$ cat config.mk
export PLATFORM = sky130hd
export DESIGN_NAME = regex_reg_block
export DESIGN_NICKNAME = d
export VERILOG_FILES = /design/src/regex_bus_pkg.sv /design/src/regex_core_pkg.sv /design/src/regex_reg_block.sv
export VERILOG_INCLUDE_DIRS = /design/src
export SDC_FILE = /design/constraint.sdc
export NUM_CORES = 1
export LEC_CHECK = 0
export BUFFER_PORTS_ARGS = -buffer_cell sky130_fd_sc_hd__buf_2
export CORE_MARGIN = 4
export CORE_UTILIZATION = 30
export DETAILED_ROUTE_END_ITERATION = 7
export GPL_TIMING_DRIVEN = 0
export HOLD_SLACK_MARGIN = 0.03
export SETUP_SLACK_MARGIN = 0.2
export SLEW_MARGIN = 10
export SYNTH_ARGS = -nofsm -noshare
export SYNTH_HDL_FRONTEND = slang
export SYNTH_SLANG_ARGS = --single-unit
$ cat constraint.sdc
create_clock -name clk -period 2.06 [get_ports clk]
set_clock_uncertainty 0.05 [all_clocks]
set_input_delay 0.103 -clock clk [delete_from_list [all_inputs] [get_ports clk]]
set_output_delay 0.103 -clock clk [all_outputs]
set_load 0.1 [all_outputs]
$ cat src/regex_soc_defines.svh
`ifndef REGEX_SOC_DEFINES_SVH
`define REGEX_SOC_DEFINES_SVH

// software register width
`define REG_WIDTH      32

// shared program/text memory, 2048 words
`define MEM_ADDR_WIDTH 11
`define MEM_DATA_WIDTH 16

`endif

$ cat src/regex_bus_pkg.sv
`include "regex_soc_defines.svh"

package regex_bus_pkg;

    // wishbone classic, host side
    typedef struct packed {
        logic                    cyc;
        logic                    stb;
        logic                    we;
        logic [7:0]              adr; // byte offset
        logic [`REG_WIDTH-1:0]   dat;
        logic [`REG_WIDTH/8-1:0] sel; // byte lanes
    } wb_req_t;

    typedef struct packed {
        logic                  ack;
        logic [`REG_WIDTH-1:0] dat;
    } wb_rsp_t;

    // register map
    localparam logic [7:0] REG_DATA_IN   = 8'h00;
    localparam logic [7:0] REG_ADDRESS   = 8'h04;
    localparam logic [7:0] REG_START_PTR = 8'h08;
    localparam logic [7:0] REG_CMD       = 8'h0C;
    localparam logic [7:0] REG_STATUS    = 8'h10; // read-only
    localparam logic [7:0] REG_DATA_OUT  = 8'h14; // read-only

endpackage

$ cat src/regex_core_pkg.sv
`include "regex_soc_defines.svh"

package regex_core_pkg;

    localparam logic [`REG_WIDTH-1:0] CMD_NOP          = 0;
    localparam logic [`REG_WIDTH-1:0] CMD_WRITE        = 1;
    localparam logic [`REG_WIDTH-1:0] CMD_READ         = 2;
    localparam logic [`REG_WIDTH-1:0] CMD_START        = 3;
    localparam logic [`REG_WIDTH-1:0] CMD_RESTART      = 4;
    localparam logic [`REG_WIDTH-1:0] CMD_READ_ELAPSED = 5;
    localparam logic [`REG_WIDTH-1:0] CMD_RESET        = 6;

    localparam int STATUS_WIDTH = 3;

    localparam logic [STATUS_WIDTH-1:0] STATUS_IDLE     = 3'd0;
    localparam logic [STATUS_WIDTH-1:0] STATUS_RUNNING  = 3'd1;
    localparam logic [STATUS_WIDTH-1:0] STATUS_ACCEPTED = 3'd2;
    localparam logic [STATUS_WIDTH-1:0] STATUS_REJECTED = 3'd3;
    localparam logic [STATUS_WIDTH-1:0] STATUS_ERROR    = 3'd4;

    // instruction word is {opcode, operand}
    localparam int          CHAR_WIDTH = 8;
    localparam logic [7:0]  OP_CHAR    = 8'h01;
    localparam logic [7:0]  OP_ANY     = 8'h02;
    localparam logic [7:0]  OP_ACCEPT  = 8'h03;

    typedef struct packed {
        logic [`REG_WIDTH-1:0] data_in;
        logic [`REG_WIDTH-1:0] address;
        logic [`REG_WIDTH-1:0] start_ptr;
        logic [`REG_WIDTH-1:0] cmd;
    } ctrl_regs_t;

    typedef struct packed {
        logic [`REG_WIDTH-1:0] status;
        logic [`REG_WIDTH-1:0] data_out;
    } core_status_t;

    typedef struct packed {
        logic                       valid;
        logic [`MEM_ADDR_WIDTH-1:0] addr;
    } mem_req_t;

    typedef struct packed {
        logic finish;
        logic accept;
        logic error;
    } match_result_t;

endpackage

$ cat src/regex_reg_block.sv
`timescale 1ns/1ps
`include "regex_soc_defines.svh"

module regex_reg_block (
    input  logic                         clk,
    input  logic                         reset_master,
    input  regex_bus_pkg::wb_req_t       wb_req,
    output regex_bus_pkg::wb_rsp_t       wb_rsp,
    output regex_core_pkg::ctrl_regs_t   regs,
    input  regex_core_pkg::core_status_t status
);
    import regex_bus_pkg::*;

    logic                  ack_q;
    logic                  access;    // new cycle seen this clock
    logic [`REG_WIDTH-1:0] rd_mux;
    logic [`REG_WIDTH-1:0] rd_q;
    logic [`REG_WIDTH-1:0] wr_merged; // current value with enabled lanes replaced

    function automatic logic [`REG_WIDTH-1:0] merge_lanes(
        input logic [`REG_WIDTH-1:0]   old_val,
        input logic [`REG_WIDTH-1:0]   new_val,
        input logic [`REG_WIDTH/8-1:0] lanes
    );
        logic [`REG_WIDTH-1:0] res;
        res = old_val;
        for (int i = 0; i < `REG_WIDTH/8; i++)
        begin
            if (lanes[i])
            begin
                res[8*i +: 8] = new_val[8*i +: 8];
            end
        end
        return res;
    endfunction

    assign access    = wb_req.cyc && wb_req.stb && !ack_q;
    assign wr_merged = merge_lanes(rd_mux, wb_req.dat, wb_req.sel);

    always_comb
    begin
        case (wb_req.adr)
            REG_DATA_IN:   rd_mux = regs.data_in;
            REG_ADDRESS:   rd_mux = regs.address;
            REG_START_PTR: rd_mux = regs.start_ptr;
            REG_CMD:       rd_mux = regs.cmd;
            REG_STATUS:    rd_mux = status.status;
            REG_DATA_OUT:  rd_mux = status.data_out;
            default:       rd_mux = '0; // unmapped
        endcase
    end

    always_ff @(posedge clk)
    begin
        if (reset_master)
        begin
            ack_q <= 1'b0;
            regs  <= '0;
        end
        else
        begin
            ack_q <= access; // one-cycle ack
            if (access && wb_req.we)
            begin
                case (wb_req.adr)
                    REG_DATA_IN:   regs.data_in   <= wr_merged;
                    REG_ADDRESS:   regs.address   <= wr_merged;
                    REG_START_PTR: regs.start_ptr <= wr_merged;
                    REG_CMD:       regs.cmd       <= wr_merged;
                    default:       ;              // status, data out ignored
                endcase
            end
        end
    end

    always_ff @(posedge clk)
    begin
        if (access)
        begin
            rd_q <= rd_mux;
        end
    end

    assign wb_rsp.ack = ack_q;
    assign wb_rsp.dat = rd_q;

endmodule

==> metrics.txt <==
status=complete, no violations; VDD IR max=0.000386 V; DRC=0; 1st-pass router iterations=5; sw frac=0.297; commonest non-fill, non-tap cells in the layout=286 x buf_2, 139 x nor2_1, 68 x nand2_1, 68 x dfxtp_1, 61 x dfxtp_2; die width=174 um; crit path max fanout=10; fin crit period=1830 ps; CTS buffer count=17; total wire length=38,800 um; area growth from synthesis to layout=36.1%; Tcrit/Tclk final=0.889; max_slew headroom=0.237; clock slew at reported path FFs=70 ps; CP Class=input port to flop; Seq cells post-synth=161; share of total power in sequential cells=0.442; clock buffer depth=2; register area share after synthesis=0.431; Yosys Warn Count=0; Leakage=4.69 nW; Ports=274; via count=9,077; family with the most delay on the worst path=compound AO/OA/AOI/OAI gates; Int Power=0.00516 W; # diodes=0; syn avg cell area=8.91 um^2; detailed-route wire length per cell=24.2 um; first-pass GRT wire length=56,500 um; data required time of the critical path=2330 ps; Max-Cap Viols=0; num rows=60; Syn Inst Count=924; gp weighted congestion=0.914; Comb pwr share=0.129; count of buffers from port buffering=270; max-slew violations=0; final hold violation count=0; type of the most critical hold path=input port to flop; setup TNS=0 ps; reg-to-reg startpoint=ack_q; DP Worst Slack=-744 ps; GR Util All Layers=0.246; HP Start=wb_req[14]; Sink Count=161; ANT nets after route=0; vias in the first global route=9,015; H-tree lvl count=4; fmax=546 MHz; synth unique cells=58; CTS tree=done; commonest non-fill, non-tap cell in the layout=buf_2; crit-path cells=buf_2, or4b_4, buf_6, clkbuf_1, o22ai_1, o21ai_0, a2111oi_1; setup repair after global routing missed its margin=yes; cell area after synthesis=8230 um^2; syn nets=1,037; CP peak stage delay=560 ps; layout cells sized above 1=0.374; sw power=0.00218 W; Core Region=27,000 um^2; Critical path origin=wb_req[37]; initial DRC count=853; worst-skew pair later-pin latency=450 ps; Buf+Inv Stages, Crit Path=3; ys async rst share=0; clock share of power=0.429; DR vias/cell=5.67; crit path DAT=2100 ps; hpwl dp=29,700 um; power per cell area=655 nW/um^2; area of the die=30,100 um^2; Final Setup Violations=0; Critical Path Start Type=input port; antenna violations before repair=3; fin worst setup slack=228 ps; Die Ht=174 um; Post-synth EDFFs=32; Root Buffer Master=clkbuf_16; Tightest Pin Transition=1140 ps; largest net degree at the start of global routing=22; CP endpoint kind=flop; Nets=1,359; crit path max-delay cell type=or4b_4; initial core utilization=0.305; Main synth FF type=dfxtp_1; global route overflow=0
power by group through the flow:
stage / Clock [W] / Combinational (W) / Sequential, W
floorplan: 0 / 0.000316 / 0.00354
global placement: 0 / 0.000867 / 0.00332
detailed placement: 0 / 0.000876 / 0.00332
CTS: 0.00314 / 0.000926 / 0.00325
global route: 0.00326 / 0.000990 / 0.00325
finish: 0.00315 / 0.000947 / 0.00325
path summary, 6_finish.rpt:
kind | end | slack, ps | cells after the start
worst min-delay path | regs[74] | 60 | 4
worst max register to register | regs[80] | 240 | 5
worst min register to register | regs[95] | 430 | 2
worst max-delay path | regs[85] | 230 | 7
tightest hold or removal path, stage by stage:
cell	delay, ps
buf_2	110
nand2b_1	150
nand2_1	80
a221oi_1	60
cells in the mapped netlist, drive strengths merged, types with 4 or more instances:
cell / number / area share
nand3: 15 / 0.0097
edfxtp: 32 / 0.12
nor2: 146 / 0.067
a221oi: 14 / 0.015
inv: 47 / 0.021
nor4: 5 / 0.0061
o2bb2ai: 6 / 0.0064
o22ai: 10 / 0.0076
and3: 6 / 0.0046
a31oi: 14 / 0.011
a311oi: 28 / 0.030
o21ai: 30 / 0.018
nand2: 68 / 0.031
mux2i: 46 / 0.056
o21bai: 13 / 0.012
dfxtp: 129 / 0.31
and2: 7 / 0.0053
a41o: 7 / 0.0085
o31a: 4 / 0.0043
a211oi: 41 / 0.037
nand2b: 20 / 0.015
a22oi: 8 / 0.0073
a2111oi: 24 / 0.029
o31ai: 11 / 0.010
a21oi: 26 / 0.016
buf: 41 / 0.029
o32ai: 20 / 0.021
a2bb2o: 4 / 0.0049
mux2: 19 / 0.026
clkbuf: 43 / 0.020
a32o: 7 / 0.0085
nor3: 10 / 0.0088
flip-flops by register name (all words and copies together), names as in the netlist:
name,count
regs,128
ack_q,1
rd_q,32
cells by family after synthesis:
family	Yosys count	share of synthesized area
flip-flops	161	0.431
buffers and inverters	131	0.0705
multiplexers	65	0.0819
AO/OA/AOI/OAI	276	0.255
AND/OR/NAND/NOR	291	0.162
final cells by class:
class,count,area (um^2)
fillers,2785,15700
clock inverters,11,93.8
clock buffers,21,460
repair buffers,303,1670
well taps,341,427
flip-flops and latches,161,3620
plain buffers,84,515
inverters,47,176
multi-input cells,632,4240
through the flow:
stage               power, W  utilization  instances  hold slack, ps  cell area, um^2
finish               0.00734        0.416       1600            61.8            11200
global placement     0.00419        0.374       1535             334            10100
global route         0.00749        0.416       1600            73.9            11200
CTS                  0.00732        0.410       1595            40.4            11000
floorplan            0.00386            -        924             201             8310
detailed placement   0.00420        0.376       1536             345            10100
routing by layer:
layer / GRT usage / vias up / wire length, um
met5: 0 / - / 39
met1: 0.313 / 4369 / 15600
met4: 0.0894 / 6 / 1320
li1: - / 4092 / -
met3: 0.0641 / 80 / 3670
met2: 0.405 / 530 / 18100
timing repair:
action | CTS | global route
cloned | 0 | 0
hold endpoints to repair | 45 | 0
pin swaps | 2 | 1
hold buffers | 24 | 0
gates resized for setup | 42 | 52
setup buffers | 3 | 5
setup endpoints to repair | 151 | 109
No activity file was read; power rests on OpenSTA's default activity.
