<file path="src/regex_soc_defines.svh">
`ifndef REGEX_SOC_DEFINES_SVH
`define REGEX_SOC_DEFINES_SVH

// software register width
`define REG_WIDTH      32

// shared program/text memory, 2048 words
`define MEM_ADDR_WIDTH 11
`define MEM_DATA_WIDTH 16

`endif

</file>
<file path="src/regex_core_pkg.sv">
`include "regex_soc_defines.svh"

package regex_core_pkg;

    localparam logic [`REG_WIDTH-1:0] CMD_NOP          = 0;
    localparam logic [`REG_WIDTH-1:0] CMD_WRITE        = 1;
    localparam logic [`REG_WIDTH-1:0] CMD_READ         = 2;
    localparam logic [`REG_WIDTH-1:0] CMD_START        = 3;
    localparam logic [`REG_WIDTH-1:0] CMD_RESTART      = 4;
    localparam logic [`REG_WIDTH-1:0] CMD_READ_ELAPSED = 5;
    localparam logic [`REG_WIDTH-1:0] CMD_RESET        = 6;

    localparam int STATUS_WIDTH = 3;

    localparam logic [STATUS_WIDTH-1:0] STATUS_IDLE     = 3'd0;
    localparam logic [STATUS_WIDTH-1:0] STATUS_RUNNING  = 3'd1;
    localparam logic [STATUS_WIDTH-1:0] STATUS_ACCEPTED = 3'd2;
    localparam logic [STATUS_WIDTH-1:0] STATUS_REJECTED = 3'd3;
    localparam logic [STATUS_WIDTH-1:0] STATUS_ERROR    = 3'd4;

    // instruction word is {opcode, operand}
    localparam int          CHAR_WIDTH = 8;
    localparam logic [7:0]  OP_CHAR    = 8'h01;
    localparam logic [7:0]  OP_ANY     = 8'h02;
    localparam logic [7:0]  OP_ACCEPT  = 8'h03;

    typedef struct packed {
        logic [`REG_WIDTH-1:0] data_in;
        logic [`REG_WIDTH-1:0] address;
        logic [`REG_WIDTH-1:0] start_ptr;
        logic [`REG_WIDTH-1:0] cmd;
    } ctrl_regs_t;

    typedef struct packed {
        logic [`REG_WIDTH-1:0] status;
        logic [`REG_WIDTH-1:0] data_out;
    } core_status_t;

    typedef struct packed {
        logic                       valid;
        logic [`MEM_ADDR_WIDTH-1:0] addr;
    } mem_req_t;

    typedef struct packed {
        logic finish;
        logic accept;
        logic error;
    } match_result_t;

endpackage

</file>
<file path="src/regex_engine.sv">
`timescale 1ns/1ps
`include "regex_soc_defines.svh"

module regex_engine (
    input  logic                          clk,
    input  logic                          reset_master,
    input  logic                          start_offer,
    input  logic [`MEM_ADDR_WIDTH-1:0]    start_ptr,
    output logic                          start_take,
    output regex_core_pkg::mem_req_t      mem_req,
    input  logic                          mem_ready,
    input  logic [`MEM_DATA_WIDTH-1:0]    mem_rdata,
    output regex_core_pkg::match_result_t result
);
    import regex_core_pkg::*;

    typedef enum logic [2:0] {
        S_IDLE,
        S_INSN_REQ,
        S_INSN_WAIT,
        S_CHAR_REQ,
        S_CHAR_WAIT
    } eng_state_t;

    eng_state_t                 state_q;
    logic [`MEM_ADDR_WIDTH-1:0] pc;
    logic [`MEM_ADDR_WIDTH-1:0] cursor;
    logic [7:0]                 opcode;
    logic [7:0]                 operand;
    logic [7:0]                 fetched_op;
    logic [CHAR_WIDTH-1:0]      text_char;
    logic                       char_hit;

    assign fetched_op = mem_rdata[`MEM_DATA_WIDTH-1 -: 8];
    assign text_char  = mem_rdata[CHAR_WIDTH-1:0]; // one char per word, low byte
    assign char_hit   = (text_char != '0) && (opcode == OP_ANY || text_char == operand);

    assign start_take    = (state_q == S_IDLE) && start_offer;
    assign mem_req.valid = (state_q == S_INSN_REQ) || (state_q == S_CHAR_REQ);
    assign mem_req.addr  = (state_q == S_CHAR_REQ) ? cursor : pc;

    ////////////////////
    // control
    ////////////////////
    always_ff @(posedge clk)
    begin
        if (reset_master)
        begin
            state_q <= S_IDLE;
            result  <= '0;
        end
        else
        begin
            result <= '0; // pulses last one cycle
            case (state_q)
                S_IDLE:
                begin
                    if (start_offer)
                    begin
                        state_q <= S_INSN_REQ;
                    end
                end
                S_INSN_REQ:
                begin
                    if (mem_ready)
                    begin
                        state_q <= S_INSN_WAIT;
                    end
                end
                S_INSN_WAIT:
                begin
                    if (fetched_op == OP_ACCEPT)
                    begin
                        result.finish <= 1'b1;
                        result.accept <= 1'b1;
                        state_q       <= S_IDLE;
                    end
                    else if (fetched_op == OP_CHAR || fetched_op == OP_ANY)
                    begin
                        state_q <= S_CHAR_REQ;
                    end
                    else
                    begin
                        result.error <= 1'b1; // unknown opcode
                        state_q      <= S_IDLE;
                    end
                end
                S_CHAR_REQ:
                begin
                    if (mem_ready)
                    begin
                        state_q <= S_CHAR_WAIT;
                    end
                end
                S_CHAR_WAIT:
                begin
                    if (char_hit)
                    begin
                        state_q <= S_INSN_REQ;
                    end
                    else
                    begin
                        result.finish <= 1'b1; // reject
                        state_q       <= S_IDLE;
                    end
                end
                default:
                begin
                    state_q <= S_IDLE;
                end
            endcase
        end
    end

    // pc, cursor and the current instruction
    always_ff @(posedge clk)
    begin
        if (start_take)
        begin
            pc     <= '0;
            cursor <= start_ptr;
        end
        else if (state_q == S_INSN_WAIT)
        begin
            opcode  <= fetched_op;
            operand <= mem_rdata[7:0];
        end
        else if (state_q == S_CHAR_WAIT && char_hit)
        begin
            pc     <= pc + 1'b1;
            cursor <= cursor + 1'b1;
        end
    end

endmodule

</file>
<file path="config.mk">
export PLATFORM = sky130hd
export DESIGN_NAME = regex_engine
export DESIGN_NICKNAME = d
export VERILOG_FILES = /design/src/regex_core_pkg.sv /design/src/regex_engine.sv
export VERILOG_INCLUDE_DIRS = /design/src
export SDC_FILE = /design/constraint.sdc
export NUM_CORES = 1
export LEC_CHECK = 0
export ABC_CLOCK_PERIOD_IN_PS = 3100
export BUFFER_PORTS_ARGS = -buffer_cell sky130_fd_sc_hd__buf_2
export CORE_ASPECT_RATIO = 1.1
export CORE_MARGIN = 2
export CORE_UTILIZATION = 39
export DETAILED_ROUTE_END_ITERATION = 16
export PLACE_DENSITY = 0.64
export SLEW_MARGIN = 40
export SYNTH_ARGS = -nofsm -noshare
export SYNTH_HDL_FRONTEND = slang
export SYNTH_SLANG_ARGS = --single-unit
export TNS_END_PERCENT = 1
</file>
<file path="constraint.sdc">
create_clock -name clk -period 3.1 [get_ports clk]
set_input_delay 0.155 -clock clk [delete_from_list [all_inputs] [get_ports clk]]
set_output_delay 0.155 -clock clk [all_outputs]
set_load 0.01 [all_outputs]
</file>
==> results_dict.tcl <==
set metrics [dict create \
    outcome "complete, no violations" \
    wl_mm 4.409 \
    setup_tns_ns 0 \
    post_drt_via_cell_ratio 5.150 \
    clockRootBuffer "clkbuf_8" \
    antenna_found_initial 0 \
    cp_max_fo 22 \
    yosysWarnings 0 \
    final_common_cell "buf_2" \
    vias 1679 \
    finalSetupViolations 0 \
    path_buf_inv 1 \
    area_delta_synth_final_pct 19.19 \
    p_per_area_nw_per_um2 495.5 \
    cpLargestDelayFamily "simple AND/OR/NAND/NOR gates" \
    slew_viol_final 0 \
    hold_depth 1 \
    clock_path_buffers 2 \
    pre_cts_ws_ns 0.7649 \
    ios 47 \
    cts_sinks 44 \
    grt_pass1_vias 1484 \
    cts_tree "yes" \
    leakage_nw 0.9580 \
    netlist_area_um2 2171 \
    drt_iter0_drc 48 \
    ys_async_sr_fraction 0 \
    syn_inst 202 \
    yosysUniqueCellTypes 35 \
    overflow 0 \
    syn-num-nets 235 \
    synth.yosys.seq_area_share 0.5303 \
    critPathKind "reg -> reg" \
    min_from "mem_rdata[13]" \
    layout_common_cells "46 x buf_2, 27 x edfxtp_1, 22 x nand2_1" \
    drc 0 \
    hold_class "in -> reg" \
    slowest_delay_ns 0.38 \
    avgSynthCellArea_um2 10.75 \
    clk_pin_slew_ns 0.09 \
    power_mw 1.282 \
    layout-drive-gt1-share 0.2789 \
    fin_nets 283 \
    crit_path_top_delay_cell "edfxtp_1" \
    post_cts_resized 0 \
    synthFlopType "edfxtp_1" \
    grt_pass1_wl_mm 6.872 \
    drt_first_pass_iters 4 \
    fin_worst_skew_ns 0.006141 \
    reg2regPathDepth 6 \
    period_needed_ns 2.300 \
    setup_ws_ns 0.8004 \
    post-route-util 0.4827 \
    die_h_um 82.25 \
    gp_congestion 0.7225 \
    hold_violations 0 \
    ant_nets 0 \
    cts_hold_buf 0 \
    endpoint_kind "flop" \
    die_width_um 75.14 \
    cp_data_required_time_ns 3.05 \
    ys_seq_elements 44 \
    numCtsBuffers 5 \
    htree_levels 2 \
    path_depth 6 \
    ir_worst_vdd_mv 0.2844 \
    synth_edf_count 27 \
    port_buffers 46 \
    place_area_um2 2476 \
    cap_violations 0 \
    path_cells "xor2_1 -> nor4_1 -> a22oi_1 -> buf_4 -> or2_2 -> nand2_1" \
    clock_latency_ns 0.30 \
    start_util 0.4050 \
    wl_per_cell_um 13.52 \
    fin_area_um2 2587 \
    core_area_um2 5360 \
    dp_hpwl_mm 3.184 \
    min_period_over_period 0.7418 \
    diodes 0 \
    timing.rr.start "operand[7]$_DFFE_PP_" \
    startpoint_type "flop" \
    cp-startpoint "operand[7]$_DFFE_PP_" \
    rows 28 \
    postCtsSetupRepairBufs 0 \
    grt_use_total 0.1490 \
    cp.arrival_ns 2.25 \
    die_area_um2 6180 \
    fmax_mhz 434.9 \
    rsz0062_at_grt "no" \
    max_slew.worst_pin.slew_ns 0.7221 \
    grt_max_degree 27 \
    relSlewSlack 0.5181 \
]
-- cell families after synthesis --
logic type / Yosys count / share of synthesized area
multiplexers: 12 / 0.06225
flip-flops: 44 / 0.5303
adder cells (fa/ha/maj): 2 / 0.01153
AND/OR/NAND/NOR: 77 / 0.1896
buffers and inverters: 10 / 0.02248
XOR/XNOR: 17 / 0.06859
AO/OA/AOI/OAI: 40 / 0.1153
-- through the flow --
stage,instances,hold slack (ns)
after CTS,326,0.03244
after detailed placement,318,0.3501
after global routing,326,0.02916
after floorplan,202,0.2308
final,326,0.03962
after global placement,318,0.3485
-- worst paths after layout --
| check | to | slack (ns) |
|---|---|---|
| setup reg to reg | cursor[8]$_DFFE_PP_ | 0.80 |
| setup / recovery | cursor[8]$_DFFE_PP_ | 0.80 |
| hold / removal | opcode[5]$_DFFE_PP_ | 0.04 |
| hold reg to reg | pc[10]$_SDFFE_PP0P_ | 0.50 |
-- layer usage --
layer | vias to the layer above | track usage | part of all wire | wire length [um]
met4 | 0 | 0.05789 | 0.018 | 80
met2 | 29 | 0.2465 | 0.49 | 2158
met3 | 7 | 0.03883 | 0.035 | 154
met1 | 776 | 0.1857 | 0.46 | 2016
li1 | 867 | - | - | -
met5 | - | 0 | 0 | 0
-- flip-flops by register name, summed over array words and instances, names as in the netlist --
signal	count
pc	11
result	3
opcode	8
state_q	3
cursor	11
operand	8
-- Yosys cell counts (all sizes together), types with 2 or more instances --
| cell type | number | area share |
|---|---|---|
| nand3 | 8 | 0.018 |
| nand4 | 6 | 0.017 |
| or2 | 2 | 0.0058 |
| and4 | 2 | 0.0081 |
| ha | 2 | 0.012 |
| nand2 | 22 | 0.038 |
| clkbuf | 4 | 0.0069 |
| a2111oi | 2 | 0.0081 |
| o21ai | 12 | 0.028 |
| o211ai | 2 | 0.0069 |
| buf | 4 | 0.012 |
| dfxtp | 17 | 0.16 |
| a21oi | 10 | 0.023 |
| or4 | 11 | 0.038 |
| mux2 | 12 | 0.062 |
| nor2b | 5 | 0.014 |
| inv | 2 | 0.0035 |
| xor2 | 14 | 0.056 |
| xnor2 | 3 | 0.012 |
| o31ai | 9 | 0.031 |
| edfxtp | 27 | 0.37 |
| nor2 | 11 | 0.019 |
| nor4 | 4 | 0.012 |
-- power breakdown --
part / switching [mW] / internal (mW)
Combinational: 0.0812 / 0.0617
Sequential: 0.0284 / 0.666
Clock: 0.206 / 0.239
Total: 0.315 / 0.967
-- cell type report --
type / count / area (um^2)
inverters: 2 / 7.507
well taps: 75 / 93.84
clock buffers: 5 / 68.82
fillers: 510 / 2773
clock inverters: 3 / 42.54
repair buffers: 49 / 252.7
multi-input cells: 148 / 970.9
flip-flops and latches: 44 / 1151
No activity file was read; power rests on OpenSTA's default activity.
