<file path="src/regex_soc_defines.svh">
`ifndef REGEX_SOC_DEFINES_SVH
`define REGEX_SOC_DEFINES_SVH

// software register width
`define REG_WIDTH      32

// shared program/text memory, 2048 words
`define MEM_ADDR_WIDTH 11
`define MEM_DATA_WIDTH 16

`endif

</file>
<file path="src/regex_core_pkg.sv">
`include "regex_soc_defines.svh"

package regex_core_pkg;

    localparam logic [`REG_WIDTH-1:0] CMD_NOP          = 0;
    localparam logic [`REG_WIDTH-1:0] CMD_WRITE        = 1;
    localparam logic [`REG_WIDTH-1:0] CMD_READ         = 2;
    localparam logic [`REG_WIDTH-1:0] CMD_START        = 3;
    localparam logic [`REG_WIDTH-1:0] CMD_RESTART      = 4;
    localparam logic [`REG_WIDTH-1:0] CMD_READ_ELAPSED = 5;
    localparam logic [`REG_WIDTH-1:0] CMD_RESET        = 6;

    localparam int STATUS_WIDTH = 3;

    localparam logic [STATUS_WIDTH-1:0] STATUS_IDLE     = 3'd0;
    localparam logic [STATUS_WIDTH-1:0] STATUS_RUNNING  = 3'd1;
    localparam logic [STATUS_WIDTH-1:0] STATUS_ACCEPTED = 3'd2;
    localparam logic [STATUS_WIDTH-1:0] STATUS_REJECTED = 3'd3;
    localparam logic [STATUS_WIDTH-1:0] STATUS_ERROR    = 3'd4;

    // instruction word is {opcode, operand}
    localparam int          CHAR_WIDTH = 8;
    localparam logic [7:0]  OP_CHAR    = 8'h01;
    localparam logic [7:0]  OP_ANY     = 8'h02;
    localparam logic [7:0]  OP_ACCEPT  = 8'h03;

    typedef struct packed {
        logic [`REG_WIDTH-1:0] data_in;
        logic [`REG_WIDTH-1:0] address;
        logic [`REG_WIDTH-1:0] start_ptr;
        logic [`REG_WIDTH-1:0] cmd;
    } ctrl_regs_t;

    typedef struct packed {
        logic [`REG_WIDTH-1:0] status;
        logic [`REG_WIDTH-1:0] data_out;
    } core_status_t;

    typedef struct packed {
        logic                       valid;
        logic [`MEM_ADDR_WIDTH-1:0] addr;
    } mem_req_t;

    typedef struct packed {
        logic finish;
        logic accept;
        logic error;
    } match_result_t;

endpackage

</file>
<file path="src/regex_cmd_ctrl.sv">
`timescale 1ns/1ps
`include "regex_soc_defines.svh"

module regex_cmd_ctrl (
    input  logic                          clk,
    input  logic                          reset_master,
    input  regex_core_pkg::ctrl_regs_t    regs,
    output regex_core_pkg::core_status_t  status,
    output logic                          core_reset,
    output logic [`MEM_ADDR_WIDTH-1:0]    mem_addr,
    output logic                          mem_we,
    output logic [`MEM_DATA_WIDTH-1:0]    mem_wdata,
    output logic                          mem_re,
    input  logic [`MEM_DATA_WIDTH-1:0]    mem_rdata,
    input  regex_core_pkg::mem_req_t      eng_req,
    output logic                          mem_ready,
    output logic                          start_offer,
    output logic [`MEM_ADDR_WIDTH-1:0]    start_ptr,
    input  logic                          start_take,
    input  regex_core_pkg::match_result_t result
);
    import regex_core_pkg::*;

    logic [STATUS_WIDTH-1:0] state_q;
    logic [STATUS_WIDTH-1:0] state_d;
    logic [`REG_WIDTH-1:0]   elapsed_q;
    logic [`REG_WIDTH-1:0]   elapsed_d;
    logic [`REG_WIDTH-1:0]   data_out;
    logic [`REG_WIDTH-1:0]   mem_word;
    logic                    host_access; // register path drives the memory
    logic                    eng_owns;    // engine drives the memory

    // soft reset acts as long as the command is held
    assign core_reset = reset_master || (regs.cmd == CMD_RESET);
    assign mem_word   = {{(`REG_WIDTH-`MEM_DATA_WIDTH){1'b0}}, mem_rdata};

    always_ff @(posedge clk)
    begin
        if (core_reset)
        begin
            state_q   <= STATUS_IDLE;
            elapsed_q <= '0;
        end
        else
        begin
            state_q   <= state_d;
            elapsed_q <= elapsed_d;
        end
    end

    ////////////////////
    // status FSM
    ////////////////////
    always_comb
    begin
        state_d     = state_q;
        elapsed_d   = elapsed_q;
        data_out    = '0;
        host_access = 1'b0;
        eng_owns    = 1'b0;
        start_offer = 1'b0;

        case (state_q)
            STATUS_IDLE, STATUS_ACCEPTED, STATUS_REJECTED, STATUS_ERROR:
            begin
                if (regs.cmd == CMD_WRITE || regs.cmd == CMD_READ)
                begin
                    host_access = 1'b1;
                    data_out    = mem_word;
                end
                else if (regs.cmd == CMD_READ_ELAPSED)
                begin
                    data_out = elapsed_q;
                end
                else if (regs.cmd == CMD_START && state_q == STATUS_IDLE)
                begin
                    start_offer = 1'b1;
                    eng_owns    = 1'b1;
                    if (start_take)
                    begin
                        state_d   = STATUS_RUNNING;
                        elapsed_d = '0; // fresh run
                    end
                end
                else if (regs.cmd == CMD_RESTART && state_q != STATUS_IDLE)
                begin
                    state_d = STATUS_IDLE;
                end
            end
            STATUS_RUNNING:
            begin
                eng_owns = 1'b1;
                if (result.error)
                begin
                    state_d = STATUS_ERROR;
                end
                else if (result.finish)
                begin
                    state_d = result.accept ? STATUS_ACCEPTED : STATUS_REJECTED;
                end
                if (!(&elapsed_q)) // saturate at all ones
                begin
                    elapsed_d = elapsed_q + 1'b1;
                end
            end
            default:
            begin
                state_d = STATUS_IDLE;
            end
        endcase
    end

    ////////////////////
    // memory port mux
    ////////////////////
    assign mem_ready = eng_owns;
    assign mem_addr  = eng_owns ? eng_req.addr : regs.address[`MEM_ADDR_WIDTH-1:0];
    assign mem_re    = eng_owns ? eng_req.valid : host_access;
    assign mem_we    = host_access && (regs.cmd == CMD_WRITE);
    assign mem_wdata = regs.data_in[`MEM_DATA_WIDTH-1:0];
    assign start_ptr = regs.start_ptr[`MEM_ADDR_WIDTH-1:0];

    assign status = '{
        status:   {{(`REG_WIDTH-STATUS_WIDTH){1'b0}}, state_q},
        data_out: data_out
    };

endmodule

</file>
<file path="config.mk">
export PLATFORM = sky130hd
export DESIGN_NAME = regex_cmd_ctrl
export DESIGN_NICKNAME = d
export VERILOG_FILES = /design/src/regex_core_pkg.sv /design/src/regex_cmd_ctrl.sv
export VERILOG_INCLUDE_DIRS = /design/src
export SDC_FILE = /design/constraint.sdc
export NUM_CORES = 1
export LEC_CHECK = 0
export BUFFER_PORTS_ARGS = -buffer_cell sky130_fd_sc_hd__buf_2
export CAP_MARGIN = 20
export CORE_AREA = 2 2 105 107
export CTS_CLUSTER_SIZE = 8
export DETAILED_ROUTE_END_ITERATION = 8
export DIE_AREA = 0 0 107 109
export GPL_ROUTABILITY_DRIVEN = 0
export PLACE_DENSITY_LB_ADDON = 0.05
export SYNTH_ARGS = -nofsm -noshare
export SYNTH_HDL_FRONTEND = slang
export SYNTH_SLANG_ARGS = --single-unit
</file>
<file path="constraint.sdc">
create_clock -name clk -period 3.1 [get_ports clk]
set_clock_uncertainty 0.1 [all_clocks]
set_input_delay 0.155 -clock clk [delete_from_list [all_inputs] [get_ports clk]]
set_output_delay 0.155 -clock clk [all_outputs]
set_load 0.02 [all_outputs]
</file>
==> impl_summary.txt <==
----------------------------------------------------
[Die]
  Core ar. ... 10600 µm²
  Vertical die dimension ... 109 µm
  Number of I/O pins ... 269
  Num rows ... 38
  Die Footprint ... 11700 µm²
  Initial cell density of the core ... between 30% and 40%
  Die boundary width ... 107 µm

[Outcome]
  Result of the run ... finished, final reports clean

[Timing]
  RSZ-0062 raised after global routing ... no
  Post-layout minimum cycle time ... 2.76 ns
  Worst hold slack ... 0.0487 ns
  Number of failing hold endpoints at the final stage ... 0
  Max Freq ... 362 MHz
  Measured slew at the worst slew-check pin ... 0.750 ns
  Setup_tns ... 0 ns
  Number of endpoints failing setup at the final stage ... 0
  Worst setup slack after layout ... 0.335 ns
  Slew Limit Headroom ... between 40 and 50%
  Period utilization ... ~90%
  Fin. max-slew vios ... 0

[Synth]
  Yosys synthesis warning count ... 0
  Average instance area after synthesis ... between 7 and 8 µm²
  Fraction of the yosys area taken by sequential cells ... around 22%
  Netlist area before placement ... 3240 µm²
  Number of standard cells after synthesis ... 421
  Synth top area share ... 21.6%
  EDFF count, synth ... 0
  Flip-flop and latch count after synthesis ... 35
  Async set-reset flop share out of synthesis ... 0%
  Count of cell types in the netlist ... 56
  Commonest register cell after synthesis ... sky130_fd_sc_hd__dfxtp_1
  Cell types with the largest area share after synthesis ... sky130_fd_sc_hd__dfxtp_1 22%, sky130_fd_sc_hd__buf_4 13%, sky130_fd_sc_hd__a311oi_1 5.1%
  Dominant cell type by area after synthesis ... sky130_fd_sc_hd__dfxtp_1

[Placement]
  Pre-CTS setup slack ... 0.303 ns
  HPWL after detailed placement ... between 7000 and 8000 µm
  Input/output buffers ... 127
  Cell area after placement ... about 3700 µm²

[Route]
  Number of vias in the routed layout ... 3422
  Antenna-violating nets left ... 0
  DRC Markers ... 0
  Length of the first detailed-routing pass in iterations ... 4
  Via-to-Cell Ratio ... 5.30
  Total Wirelength ... 10200 µm
  Routed length per placed instance ... 15.7 µm
  Number of design-rule violations left by the first detailed-router iteration ... 141

[Critical path]
  Top fanout value on the critical path ... 13
  Worst EP required ... 2.84 ns
  Critical path capture point type ... primary output
  Highest cell delay on the worst timing path ... 0.66 ns
  Cells on worst reg2reg path ... 7
  Critical Path Source Type ... flip-flop
  Critical path class ... reg -> out
  Highest-delay cell along the critical path ... sky130_fd_sc_hd__o31ai_4
  Series of cell instances along the critical path ... or4_1 -> o31ai_4 -> mux2_2 -> buf_2
  Worst Path Arrival ... 2.51 ns

[Clocking]
  Number of clock sinks ... 35
  Maximum buffer depth of the clock tree ... 2
  Number of hold buffers added after cts ... 0
  Number of buffers added by the clock tree synthesis step ... 5
  Worst skew pair latency ... 0.30 ns
  # resized after CTS ... 1
  Clock transition at path regs ... 0.08 ns
  Clock tree from TritonCTS ... yes
  Level count of the clock H-tree ... 2
  Root buffer selected by CTS ... sky130_fd_sc_hd__clkbuf_8
  Post-CTS repair timing setup buffer count ... 0

[Global route]
  Via count of the first global-routing pass ... around 3100
  Number of antenna violations at the first check in global routing ... 0
  Overflow after GRT ... 0
  Maximum number of pins on one net before global-route repair ... 48
  Wire length of the first global-routing pass ... 15300 µm
  Total track usage ... between 10% and 20%

[Min path]
  Type of the worst min-delay path ... in -> reg
  Number of cells traversed by the worst hold path ... 3

[Finish]
  Relative area change from synthesis to final layout ... 17.0%
  Share of cells above drive strength 1 ... 34.4%
  Total non-filler cell area in the finished layout ... 3790 µm²
  Multi-input gate area ... 2040 µm²
  Number of antenna repair diodes ... 0
  Area taken by flip-flops and latches ... 701 µm²
  Final core area utilization ... between 30 and 40%
  Fill cell total of the finished layout ... 1167
  Number of nets in the final layout ... 668

[Power and ir drop]
  Total power density per cell area ... 269 nW/µm²
  VDD IR-drop max ... 0.000237 V
  Leakage ... 1.57 nW

[Flow run]
  Max-Cap Viols ... 0

----------------------------------------------------
-- worst paths after layout --
| check | end | slack, ns | start |
|---|---|---|---|
| setup / recovery | mem_addr[7] | 0.34 | state_q[1]$_SDFFE_PP0P_ |
| hold reg to reg | elapsed_q[31]$_SDFFE_PP0P_ | 0.43 | elapsed_q[31]$_SDFFE_PP0P_ |
| hold / removal | state_q[2]$_SDFFE_PP0P_ | 0.05 | result[0] |
| setup reg to reg | elapsed_q[22]$_SDFFE_PP0P_ | 0.48 | elapsed_q[0]$_SDFFE_PP0P_ |
-- cells by family (layout without fill, tap and decap cells) --
| group | after synthesis | count (layout) | synth area share [%] |
|---|---|---|---|
| buf+inv | 100 | 157 | 19.4 |
| flops | 35 | 35 | 21.6 |
| xor+xnor | 1 | 1 | 0.270 |
| other cells | 1 | 29 | 0.116 |
| mux | 13 | 13 | 4.48 |
| simple gates | 156 | 156 | 27.8 |
| fa+ha+maj | 1 | 1 | 0.386 |
| compound gates | 114 | 114 | 25.9 |
-- layout make-up --
type | instances | share of cell area [%]
multi-input cells | 314 | 53.8
repair buffers | 139 | 19.1
flip-flops and latches | 35 | 18.5
well taps | 140 | 4.62
clock buffers | 5 | 1.82
clock inverters | 3 | 1.16
inverters | 10 | 0.990
-- sequential cells by signal (all words and copies together) (netlist names) --
register   cells
elapsed_q     32
state_q        3
-- stage by stage --
| step | total power [mW] | instances |
|---|---|---|
| 6_report | 1.02 | 646 |
| 4_1_cts | 1.03 | 646 |
| 3_5_place_dp | 0.599 | 638 |
| 2_1_floorplan | 0.613 | 449 |
| 3_3_place_gp | 0.598 | 638 |
| 5_1_grt | 1.06 | 646 |
-- power breakdown --
| group | switching, mW | internal [mW] |
|---|---|---|
| logic | 0.0822 | 0.0569 |
| clock network | 0.193 | 0.240 |
| registers | 0.00000000103 | 0.449 |
-- layout by cell type, fill, tap and decap left out, types with 10 or more instances in the layout --
cell	instances
sky130_fd_sc_hd__nor2_1	17
sky130_fd_sc_hd__dfxtp_1	35
sky130_fd_sc_hd__conb_1	29
sky130_fd_sc_hd__a31oi_1	21
sky130_fd_sc_hd__nor4_1	10
sky130_fd_sc_hd__buf_4	12
sky130_fd_sc_hd__nand4_1	11
sky130_fd_sc_hd__buf_2	127
sky130_fd_sc_hd__o21ai_0	17
sky130_fd_sc_hd__and3_1	22
sky130_fd_sc_hd__nor3_1	11
sky130_fd_sc_hd__inv_1	10
sky130_fd_sc_hd__a311oi_1	19
sky130_fd_sc_hd__a21oi_1	10
sky130_fd_sc_hd__a2bb2oi_1	16
sky130_fd_sc_hd__nand3_1	31
sky130_fd_sc_hd__nand2_1	21
sky130_fd_sc_hd__mux2_2	12
-- routing by layer --
layer  track usage (%)  wire length (µm)  vias up
li1                  -                 -     1710
met1              21.3              4590     1605
met2              27.8              5080      102
met3              2.87               457        5
met4              2.78                33        0
met5                 0                 0        -
-- worst max-delay path: cells and delay by family, from the launching register on --
kind,cells,cell delay (ns)
AND/OR/NAND/NOR,1,0.60
multiplexers,1,0.40
AO/OA/AOI/OAI,1,0.66
flip-flops,1,0.40
buffers and inverters,1,0.16
-- Yosys cell counts, types with 11 or more instances --
cell                        instances
sky130_fd_sc_hd__a2bb2oi_1         16
sky130_fd_sc_hd__a311oi_1          19
sky130_fd_sc_hd__a31oi_1           21
sky130_fd_sc_hd__and3_1            22
sky130_fd_sc_hd__buf_4             57
sky130_fd_sc_hd__clkbuf_1          19
sky130_fd_sc_hd__dfxtp_1           35
sky130_fd_sc_hd__mux2_2            12
sky130_fd_sc_hd__nand2_1           21
sky130_fd_sc_hd__nand3_1           31
sky130_fd_sc_hd__nand4_1           11
sky130_fd_sc_hd__nor2_1            17
sky130_fd_sc_hd__nor3_1            11
sky130_fd_sc_hd__o21ai_0           17
(Power assumes the default switching activity.)
